**src/hw/sv39_pkg.sv**
```systemverilog
package sv39_pkg;

    // ------------------------------------------------------------
    // address geometry
    // ------------------------------------------------------------

    // virtual address width, three-level sv39 scheme
    localparam int unsigned VLEN = 39;
    // physical address width
    localparam int unsigned PLEN = 56;
    // physical page number width
    localparam int unsigned PPNW = 44;
    // virtual page number, three 9-bit levels
    localparam int unsigned VPNW = 27;
    // offset inside a 4 KiB page
    localparam int unsigned PAGE_OFS = 12;

    // page size held with every tlb entry
    // 2M pages ignore vpn level 0, 1G pages ignore levels 1 and 0
    typedef enum logic [1:0] {
        PAGE_4K = 2'd0,
        PAGE_2M = 2'd1,
        PAGE_1G = 2'd2
    } page_size_e;

    // ------------------------------------------------------------
    // pte flag vector
    // ------------------------------------------------------------

    // width of the flag field at the bottom of a pte
    localparam int unsigned NFLAGS = 8;

    // bit positions inside the flag vector, same order as the pte
    localparam int unsigned FLAG_V = 0;
    localparam int unsigned FLAG_R = 1;
    localparam int unsigned FLAG_W = 2;
    localparam int unsigned FLAG_X = 3;
    // user page
    localparam int unsigned FLAG_U = 4;
    // global mapping, kept for completeness of the pte layout
    localparam int unsigned FLAG_G = 5;
    // accessed and dirty are never set by hardware here
    localparam int unsigned FLAG_A = 6;
    localparam int unsigned FLAG_D = 7;

endpackage

```
**src/hw/mmu_pkg.sv**
```systemverilog
package mmu_pkg;

    // ------------------------------------------------------------
    // privilege levels
    // ------------------------------------------------------------

    // encoding follows the privileged spec
    // level 2 is reserved and never used
    typedef enum logic [1:0] {
        PRIV_U = 2'd0,
        PRIV_S = 2'd1,
        PRIV_M = 2'd3
    } priv_lvl_e;

    // ------------------------------------------------------------
    // exception causes
    // ------------------------------------------------------------

    // only the page fault causes of the load/store path remain
    // values match the mcause exception codes
    typedef enum logic [3:0] {
        EXC_NONE          = 4'd0,
        EXC_LD_PAGE_FAULT = 4'd13,
        EXC_ST_PAGE_FAULT = 4'd15
    } exc_cause_e;

endpackage

```
**src/hw/dtlb.sv**
```systemverilog
`timescale 1ns/1ps

module dtlb import sv39_pkg::*; #(
    parameter int unsigned DTLB_ENTRIES = 4
) (
    input  logic              clk_i,
    input  logic              rst_ni,
    // clears every entry and the refill pointer
    input  logic              flush_i,
    // refill port
    input  logic              upd_valid_i,
    input  logic [VPNW-1:0]   upd_vpn_i,
    input  page_size_e        upd_size_i,
    input  logic [PPNW-1:0]   upd_ppn_i,
    input  logic [NFLAGS-1:0] upd_flags_i,
    // lookup port, answered in the same cycle
    input  logic [VLEN-1:0]   lu_vaddr_i,
    output logic              lu_hit_o,
    output logic [PPNW-1:0]   lu_ppn_o,
    output logic [NFLAGS-1:0] lu_flags_o,
    output page_size_e        lu_size_o
);

    // width of one vpn level
    localparam int unsigned LVLW = VPNW / 3;
    // pointer needs at least one bit even for a single entry
    localparam int unsigned PTRW = (DTLB_ENTRIES > 1) ? $clog2(DTLB_ENTRIES) : 1;

    // entry storage
    logic [VPNW-1:0]   tag_q   [DTLB_ENTRIES];
    page_size_e        size_q  [DTLB_ENTRIES];
    logic [PPNW-1:0]   ppn_q   [DTLB_ENTRIES];
    logic [NFLAGS-1:0] flags_q [DTLB_ENTRIES];
    logic [DTLB_ENTRIES-1:0] valid_q;

    // round-robin refill pointer
    logic [PTRW-1:0] ptr_q;

    logic [VPNW-1:0]         lu_vpn;
    logic [DTLB_ENTRIES-1:0] match;
    logic                    do_write;

    assign lu_vpn = lu_vaddr_i[PAGE_OFS +: VPNW];

    // flush takes priority over a refill in the same cycle
    assign do_write = upd_valid_i && !flush_i;

    // ------------------------------------------------------------
    // lookup
    // ------------------------------------------------------------

    // level 2 always compared
    // level 1 skipped for 1G pages, level 0 only compared for 4K
    always_comb begin
        for (int i = 0; i < DTLB_ENTRIES; i++) begin
            match[i] = valid_q[i]
                && (tag_q[i][2*LVLW +: LVLW] == lu_vpn[2*LVLW +: LVLW])
                && ((size_q[i] == PAGE_1G)
                    || (tag_q[i][LVLW +: LVLW] == lu_vpn[LVLW +: LVLW]))
                && ((size_q[i] != PAGE_4K)
                    || (tag_q[i][0 +: LVLW] == lu_vpn[0 +: LVLW]));
        end
    end

    // walk from the top down so the lowest matching index wins
    always_comb begin
        lu_hit_o   = 1'b0;
        lu_ppn_o   = '0;
        lu_flags_o = '0;
        lu_size_o  = PAGE_4K;
        for (int i = DTLB_ENTRIES - 1; i >= 0; i--) begin
            if (match[i]) begin
                lu_hit_o   = 1'b1;
                // raw entry ppn, superpage merge happens downstream
                lu_ppn_o   = ppn_q[i];
                lu_flags_o = flags_q[i];
                lu_size_o  = size_q[i];
            end
        end
    end

    // ------------------------------------------------------------
    // refill and flush
    // ------------------------------------------------------------

    // valid bits and pointer
    always_ff @(posedge clk_i or negedge rst_ni) begin
        if (!rst_ni) begin
            valid_q <= '0;
            ptr_q   <= '0;
        end else if (flush_i) begin
            valid_q <= '0;
            ptr_q   <= '0;
        end else if (upd_valid_i) begin
            valid_q[ptr_q] <= 1'b1;
            // wrap at the last entry, count need not be a power of two
            if (ptr_q == PTRW'(DTLB_ENTRIES - 1)) begin
                ptr_q <= '0;
            end else begin
                ptr_q <= ptr_q + 1'b1;
            end
        end
    end

    // entry payload, no duplicate check on refill
    always_ff @(posedge clk_i) begin
        if (do_write) begin
            tag_q[ptr_q]   <= upd_vpn_i;
            size_q[ptr_q]  <= upd_size_i;
            ppn_q[ptr_q]   <= upd_ppn_i;
            flags_q[ptr_q] <= upd_flags_i;
        end
    end

endmodule

```
**src/hw/pte_perm_check.sv**
```systemverilog
`timescale 1ns/1ps

module pte_perm_check import sv39_pkg::*; import mmu_pkg::*; (
    // flags of the hit entry
    input  logic [NFLAGS-1:0] flags_i,
    input  logic              is_store_i,
    // effective privilege of the load/store
    input  priv_lvl_e         priv_i,
    // supervisor may touch user pages
    input  logic              sum_i,
    // executable pages readable
    input  logic              mxr_i,
    output logic              fault_o
);

    logic priv_err;
    logic not_accessed;
    logic store_err;
    logic load_err;
    logic readable;

    // ------------------------------------------------------------
    // privilege rule
    // ------------------------------------------------------------

    // user mode only on U pages
    // S and M mode on U pages only with SUM set
    // machine mode follows the supervisor rule here
    always_comb begin
        if (priv_i == PRIV_U) begin
            priv_err = !flags_i[FLAG_U];
        end else begin
            priv_err = flags_i[FLAG_U] && !sum_i;
        end
    end

    // ------------------------------------------------------------
    // access type rules
    // ------------------------------------------------------------

    // A is never set by hardware, a clear A always faults
    assign not_accessed = !flags_i[FLAG_A];

    // store needs W, and D since dirty tracking is left to software
    assign store_err = !flags_i[FLAG_W] || !flags_i[FLAG_D];

    // mxr lets an X page be read
    assign readable = flags_i[FLAG_R] || (mxr_i && flags_i[FLAG_X]);
    assign load_err = !readable;

    assign fault_o = not_accessed || priv_err || (is_store_i ? store_err : load_err);

endmodule

```
**src/hw/ld_st_xlate.sv**
```systemverilog
`timescale 1ns/1ps

module ld_st_xlate import sv39_pkg::*; import mmu_pkg::*; (
    input  logic              clk_i,
    input  logic              rst_ni,
    // request seen in the lookup cycle
    input  logic              req_i,
    input  logic [VLEN-1:0]   vaddr_i,
    input  logic              is_store_i,
    input  logic              xlate_en_i,
    // tlb answer of the same cycle
    input  logic              hit_i,
    input  logic [PPNW-1:0]   ppn_i,
    input  logic [NFLAGS-1:0] flags_i,
    input  page_size_e        size_i,
    // status bits, used live
    input  priv_lvl_e         priv_i,
    input  logic              sum_i,
    input  logic              mxr_i,
    // result, one cycle after the request
    output logic              valid_o,
    output logic [PLEN-1:0]   paddr_o,
    output logic              exc_valid_o,
    output exc_cause_e        exc_cause_o,
    output logic [VLEN-1:0]   exc_tval_o
);

    // control state
    logic req_q;
    logic hit_q;
    logic xlate_en_q;

    // payload of the request and the tlb entry
    logic [VLEN-1:0]   vaddr_q;
    logic              is_store_q;
    logic [PPNW-1:0]   ppn_q;
    logic [NFLAGS-1:0] flags_q;
    page_size_e        size_q;

    logic fault;

    // ------------------------------------------------------------
    // stage register
    // ------------------------------------------------------------

    always_ff @(posedge clk_i or negedge rst_ni) begin
        if (!rst_ni) begin
            req_q      <= 1'b0;
            hit_q      <= 1'b0;
            xlate_en_q <= 1'b0;
        end else begin
            req_q      <= req_i;
            hit_q      <= hit_i;
            xlate_en_q <= xlate_en_i;
        end
    end

    always_ff @(posedge clk_i) begin
        vaddr_q    <= vaddr_i;
        is_store_q <= is_store_i;
        ppn_q      <= ppn_i;
        flags_q    <= flags_i;
        size_q     <= size_i;
    end

    // ------------------------------------------------------------
    // permission check on the registered entry
    // ------------------------------------------------------------

    pte_perm_check i_perm (
        .flags_i    ( flags_q    ),
        .is_store_i ( is_store_q ),
        .priv_i     ( priv_i     ),
        .sum_i      ( sum_i      ),
        .mxr_i      ( mxr_i      ),
        .fault_o    ( fault      )
    );

    // ------------------------------------------------------------
    // address and exception
    // ------------------------------------------------------------

    // a miss gives nothing, the requester refills and retries
    assign valid_o = req_q && (!xlate_en_q || hit_q);

    always_comb begin
        if (xlate_en_q) begin
            // 4K page
            paddr_o = {ppn_q, vaddr_q[PAGE_OFS-1:0]};
            // 2M page, vpn level 0 passes through
            if (size_q == PAGE_2M) begin
                paddr_o[20:12] = vaddr_q[20:12];
            end
            // 1G page, vpn levels 1 and 0 pass through
            if (size_q == PAGE_1G) begin
                paddr_o[29:12] = vaddr_q[29:12];
            end
        end else begin
            // bypass, zero-extended virtual address
            paddr_o = PLEN'(vaddr_q);
        end
    end

    // bypass never faults
    assign exc_valid_o = valid_o && xlate_en_q && fault;

    always_comb begin
        exc_cause_o = EXC_NONE;
        exc_tval_o  = '0;
        if (exc_valid_o) begin
            exc_cause_o = is_store_q ? EXC_ST_PAGE_FAULT : EXC_LD_PAGE_FAULT;
            exc_tval_o  = vaddr_q;
        end
    end

endmodule

```
**src/hw/dmmu.sv**
```systemverilog
`timescale 1ns/1ps

module dmmu import sv39_pkg::*; import mmu_pkg::*; #(
    parameter int unsigned DTLB_ENTRIES = 4
) (
    input  logic              clk_i,
    input  logic              rst_ni,
    input  logic              en_ld_st_translation_i,
    // load/store request
    input  logic              lsu_req_i,
    input  logic [VLEN-1:0]   lsu_vaddr_i,
    input  logic              lsu_is_store_i,
    input  priv_lvl_e         ld_st_priv_lvl_i,
    input  logic              sum_i,
    input  logic              mxr_i,
    // tlb maintenance
    input  logic              flush_tlb_i,
    input  logic              upd_valid_i,
    input  logic [VPNW-1:0]   upd_vpn_i,
    input  page_size_e        upd_size_i,
    input  logic [PPNW-1:0]   upd_ppn_i,
    input  logic [NFLAGS-1:0] upd_flags_i,
    // cycle 0
    output logic              dtlb_hit_o,
    output logic [PPNW-1:0]   dtlb_ppn_o,
    output logic              dtlb_miss_o,
    // cycle 1
    output logic              lsu_valid_o,
    output logic [PLEN-1:0]   lsu_paddr_o,
    output logic              lsu_exc_valid_o,
    output exc_cause_e        lsu_exc_cause_o,
    output logic [VLEN-1:0]   lsu_exc_tval_o
);

    logic              lookup_req;
    logic [VLEN-1:0]   lookup_vaddr;
    logic              lookup_is_store;

    logic              tlb_hit;
    logic [PPNW-1:0]   tlb_ppn;
    logic [NFLAGS-1:0] tlb_flags;
    page_size_e        tlb_size;

    assign lookup_req      = lsu_req_i;
    assign lookup_vaddr    = lsu_vaddr_i;
    assign lookup_is_store = lsu_is_store_i;

    dtlb #(
        .DTLB_ENTRIES ( DTLB_ENTRIES )
    ) i_dtlb (
        .clk_i       ( clk_i        ),
        .rst_ni      ( rst_ni       ),
        .flush_i     ( flush_tlb_i  ),
        .upd_valid_i ( upd_valid_i  ),
        .upd_vpn_i   ( upd_vpn_i    ),
        .upd_size_i  ( upd_size_i   ),
        .upd_ppn_i   ( upd_ppn_i    ),
        .upd_flags_i ( upd_flags_i  ),
        .lu_vaddr_i  ( lookup_vaddr ),
        .lu_hit_o    ( tlb_hit      ),
        .lu_ppn_o    ( tlb_ppn      ),
        .lu_flags_o  ( tlb_flags    ),
        .lu_size_o   ( tlb_size     )
    );

    // ------------------------------------------------------------
    // cycle 0 outputs
    // ------------------------------------------------------------

    // bypass always counts as a hit
    assign dtlb_hit_o  = en_ld_st_translation_i ? tlb_hit : 1'b1;
    // miss strobe, the only counter event kept
    assign dtlb_miss_o = lookup_req && en_ld_st_translation_i && !tlb_hit;

    always_comb begin
        if (en_ld_st_translation_i) begin
            dtlb_ppn_o = tlb_ppn;
            // superpages take the lower vpn levels from the request
            if (tlb_size == PAGE_2M) begin
                dtlb_ppn_o[8:0] = lookup_vaddr[20:12];
            end
            if (tlb_size == PAGE_1G) begin
                dtlb_ppn_o[17:0] = lookup_vaddr[29:12];
            end
        end else begin
            dtlb_ppn_o = PPNW'(lookup_vaddr[VLEN-1:PAGE_OFS]);
        end
    end

    // ------------------------------------------------------------
    // cycle 1 stage
    // ------------------------------------------------------------

    ld_st_xlate i_xlate (
        .clk_i       ( clk_i                  ),
        .rst_ni      ( rst_ni                 ),
        .req_i       ( lookup_req             ),
        .vaddr_i     ( lookup_vaddr           ),
        .is_store_i  ( lookup_is_store        ),
        .xlate_en_i  ( en_ld_st_translation_i ),
        .hit_i       ( tlb_hit                ),
        .ppn_i       ( tlb_ppn                ),
        .flags_i     ( tlb_flags              ),
        .size_i      ( tlb_size               ),
        .priv_i      ( ld_st_priv_lvl_i       ),
        .sum_i       ( sum_i                  ),
        .mxr_i       ( mxr_i                  ),
        .valid_o     ( lsu_valid_o            ),
        .paddr_o     ( lsu_paddr_o            ),
        .exc_valid_o ( lsu_exc_valid_o        ),
        .exc_cause_o ( lsu_exc_cause_o        ),
        .exc_tval_o  ( lsu_exc_tval_o         )
    );

endmodule

```
**config.mk**
```make
export PLATFORM = sky130hd
export DESIGN_NAME = dmmu
export DESIGN_NICKNAME = d
export VERILOG_FILES = /design/src/hw/sv39_pkg.sv /design/src/hw/mmu_pkg.sv /design/src/hw/dtlb.sv /design/src/hw/pte_perm_check.sv /design/src/hw/ld_st_xlate.sv /design/src/hw/dmmu.sv
export SDC_FILE = /design/constraint.sdc
export NUM_CORES = 1
export LEC_CHECK = 0
export ABC_AREA = 1
export BUFFER_PORTS_ARGS = -buffer_cell sky130_fd_sc_hd__buf_4
export CAP_MARGIN = 10
export CORE_MARGIN = 5
export CORE_UTILIZATION = 56
export DETAILED_ROUTE_END_ITERATION = 10
export GPL_ROUTABILITY_DRIVEN = 1
export PLACE_DENSITY = 0.79
export RECOVER_POWER = 50
export SYNTH_ARGS = -nofsm -noshare
export SYNTH_HDL_FRONTEND = slang
export SYNTH_SLANG_ARGS = --single-unit
export TNS_END_PERCENT = 5
```
**constraint.sdc**
```tcl
create_clock -name clk_i -period 5.8 [get_ports clk_i]
set_input_delay 0.58 -clock clk_i [delete_from_list [all_inputs] [get_ports clk_i]]
set_output_delay 0.58 -clock clk_i [all_outputs]
set_load 0.005 [all_outputs]
```
==> run_results.csv <==
group,metric,value,unit
outcome,status,"complete, but fails checks",
outcome,violations,"capacitance limit, slew limit",
synthesis,ys_warn_count,0,
timing,post-route-period-util,0.7883,
synthesis,synth.most_common_cell,"edfxtp_1",
die,die_w,184.7,um
critical_path,crit_path_start_kind,"primary input",
synthesis,synth_top_area_cell,"edfxtp_1",
placed_design,placement.cell_area,0.01935,mm2
finish,drive_gt1_frac,0.1676,
critical_path,crit_path_end,"dtlb_ppn_o[12]",
die,initial_core_util,0.5630,
timing,setup_violations,0,
critical_path,endpoint_kind,"output pin",
synthesis,synth_edf_count,316,
job,cap_viol_max_count,4,
min_path,hold_path_class,"primary input to flip-flop",
synthesis,yosysUniqueCellTypes,44,
drt,num_vias,11770,
critical_path,critPathArrivalTime,3.99,ns
power,power_frac_comb,0.048,
power,p_sw_frac,0.2083,
synthesis,ys_seq_area_frac,0.6764,
global_route,grt.total_usage,0.2410,
die,die_h,184.7,um
timing,fin_worst_skew,0.01526,ns
drt,via_per_inst,5.285,
clocking,cts_num_sinks,417,
power,cellPowerDensity,312.1,mW/mm2
placed_design,dp.cells,2141,
synthesis,muxShareOfSynthArea,0,
synthesis,synth.net_count,1676,
synthesis,synthFlopType,"edfxtp_1",
finish,finish.net_count,1926,
placed_design,port_buffers,275,
drt,drt_iter0_drc,958,
timing,worst_pin_slew,2.483,ns
global_route,grt_pass1_vias,11760,
power,clockPowerShare,0.431,
timing,rsz0062_at_grt,"no",
global_route,antenna_found_initial,8,
power,switchingPower,1.325,mW
power,power_leakage,8.489,nW
critical_path,critPathRequiredTime,5.22,ns
synthesis,synthTopCellsByArea,"edfxtp_1, dfxtp_1, nand2_1, inv_1, nor2_1",
die,num_rows,64,
power,p_seq_frac,0.521,
die,top_level_ports,278,
finish,syn_to_final_growth,19.28,%
synthesis,synth_xor_area_frac,0.03691,
timing,fmax,218.7,MHz
global_route,grt_pass1_wl,63.65,mm
timing,final-hold-violation-count,0,
drt,drt_wl_total,41.89,mm
timing,fin_tns_setup,0,ns
synthesis,synth_compound_area_frac,0.08993,
synthesis,synth_cells,1541,
die,dieArea,0.03410,mm2
clocking,clk-insertion-delay-late,0.53,ns
critical_path,r2r_start,"i_dtlb.ptr_q[0]",
global_route,grt_max_degree,69,
clocking,cts_tree,"yes",
power,power,6.361,mW
placed_design,hpwl,27.96,mm
drt,wire_per_inst,18.82,um
critical_path,r2r_end,"i_dtlb.ppn_q[0][34]",
global_route,overflow,0,
synthesis,yosys.area_share.simple,0.1208,
synthesis,synth_top_family_by_area,"simple AND/OR/NAND/NOR gates",
drt,drtAntennaViolNets,0,
drt,first_pass_iters,7,
clocking,h-tree-depth,2,
synthesis,ys_top_cells_by_count,"edfxtp_1, nand2_1, inv_1, nor2_1, dfxtp_1",
synthesis,syn_area,0.01709,mm2
critical_path,setup.worst_path.start,"lsu_vaddr_i[37]",
finish,postLayoutCellArea,0.02038,mm2
synthesis,synthAdderAreaFrac,0.002929,
clocking,numCtsBuffers,43,
die,coreArea,0.03035,mm2
placed_design,pre_cts_ws,1.571,ns
synthesis,async_flop_share,0.02158,
synthesis,synth_top_cell_area_share,0.5554,
clocking,path_clk_slew,0.06,ns
critical_path,critPathKind,"primary input to output pin",
power,ir_drop,0.2769,mV
synthesis,avgSynthCellArea,11.09,um2
placed_design,gp_congestion,0.8694,
timing,maxSlewHeadroom,-0.6613,
finish,stdcell_count,2226,
timing,min_period,4.572,ns
clocking,cts_max_path_buffers,3,
critical_path,rrSetupSlack,2.12,ns
critical_path,rr_worst_depth,5,
clocking,cts_root_buf,"clkbuf_16",
synthesis,synth_seq_cells,417,
drt,drc,0,
timing,fin_ws,1.228,ns
power,p_int,5.037,mW
timing,maxSlewViolCount,105,
critical_path,cp_max_fo,68,
critical path, cell delays in order:
cell and delay, ns:
clkbuf_1 0.45, inv_2 0.08, nand2_1 0.10, o21ai_0 0.08, nor2_1 0.10, nand3_1 0.10, nor2_2 0.22, nand3_4 0.66
nand2_1 0.22, nand3_1 0.13, nand2_1 0.11, nand2_1 0.07, nand2_2 0.26, nand2_4 0.19, inv_2 0.30, nand2_1 0.08
nand2_1 0.10, buf_4 0.13
sequential cells by signal (all words and copies together), names as in the netlist:
name                cells
i_xlate.flags_q         6
i_xlate.vaddr_q        39
i_dtlb.size_q           8
i_xlate.xlate_en_q      1
i_dtlb.flags_q         24
i_dtlb.tag_q          108
i_dtlb.ptr_q            2
i_xlate.ppn_q          44
i_xlate.size_q          2
i_xlate.req_q           1
i_xlate.hit_q           1
i_xlate.is_store_q      1
i_dtlb.valid_q          4
i_dtlb.ppn_q          176
power groups by stage:
stage | logic (mW) | registers (mW) | clock network, mW
2_1_floorplan | 0.154 | 3.38 | 0
3_3_place_gp | 0.329 | 3.37 | 0
3_5_place_dp | 0.339 | 3.38 | 0
4_1_cts | 0.341 | 3.31 | 2.78
5_1_grt | 0.335 | 3.32 | 2.92
6_report | 0.304 | 3.31 | 2.74
layout make-up:
type | instances | area, um2
flip-flops and latches | 417 | 11560
inverters | 203 | 762.0
clock inverters | 16 | 118.9
diodes | 4 | 10.01
well taps | 396 | 495.5
multi-input cells | 835 | 4295
fillers | 2321 | 9970
repair buffers | 291 | 1812
clock buffers | 64 | 1330
worst min path at each step:
stage / start / to / slack, ns / cells past startpoint
final: lsu_vaddr_i[11] / i_xlate.vaddr_q[11] / 0.17 / 1
after global routing: lsu_vaddr_i[11] / i_xlate.vaddr_q[11] / 0.15 / 1
after CTS: lsu_vaddr_i[11] / i_xlate.vaddr_q[11] / 0.13 / 1
after detailed placement: rst_ni / i_dtlb.valid_q[0] / 0.43 / 1
after global placement: rst_ni / i_dtlb.valid_q[0] / 0.43 / 1
after floorplan: rst_ni / i_dtlb.ptr_q[0] / 0.28 / 0
through the flow:
step / utilization / hold slack (ns)
after floorplan: - / 0.2844
after global placement: 0.6375 / 0.4310
after detailed placement: 0.6375 / 0.4331
after CTS: 0.6855 / 0.1270
after global routing: 0.6714 / 0.1459
final: 0.6715 / 0.1682
routing by layer:
metal	global-route usage	part of all wire	up-vias
li1	-	-	5639
met1	0.3108	0.39	5565
met2	0.4121	0.50	474
met3	0.05506	0.088	77
met4	0.07076	0.022	10
met5	0	0.0015	-
cell usage in the layout, fill, tap and decap left out, types with 9 or more instances in the layout:
| cell type | instances |
|---|---|
| a21oi_1 | 90 |
| a21oi_2 | 12 |
| buf_4 | 152 |
| clkbuf_1 | 118 |
| clkbuf_16 | 47 |
| clkbuf_4 | 25 |
| clkbuf_8 | 9 |
| clkinv_2 | 12 |
| dfrtp_1 | 9 |
| dfxtp_1 | 92 |
| edfxtp_1 | 316 |
| inv_1 | 189 |
| inv_2 | 11 |
| nand2_1 | 232 |
| nand3_1 | 29 |
| nand4_1 | 16 |
| nor2_1 | 187 |
| o211ai_1 | 39 |
| o21ai_0 | 43 |
| o21ai_1 | 56 |
| o21ai_2 | 10 |
| xnor2_1 | 45 |
| xor2_1 | 27 |
kinds of logic after synthesis:
| group | Yosys count |
|---|---|
| xor+xnor | 72 |
| simple gates | 496 |
| compound gates | 263 |
| buf+inv | 289 |
| fa+ha+maj | 4 |
| flops | 417 |
timing repair:
action | 4_1_cts | 5_1_grt
endpoints found under the setup margin | 0 | 0
setup buffers | 0 | 0
hold endpoints to repair | 9 | 0
hold buffers | 1 | 0
gates resized for setup | 0 | 0
No activity file was read; power rests on OpenSTA's default activity.
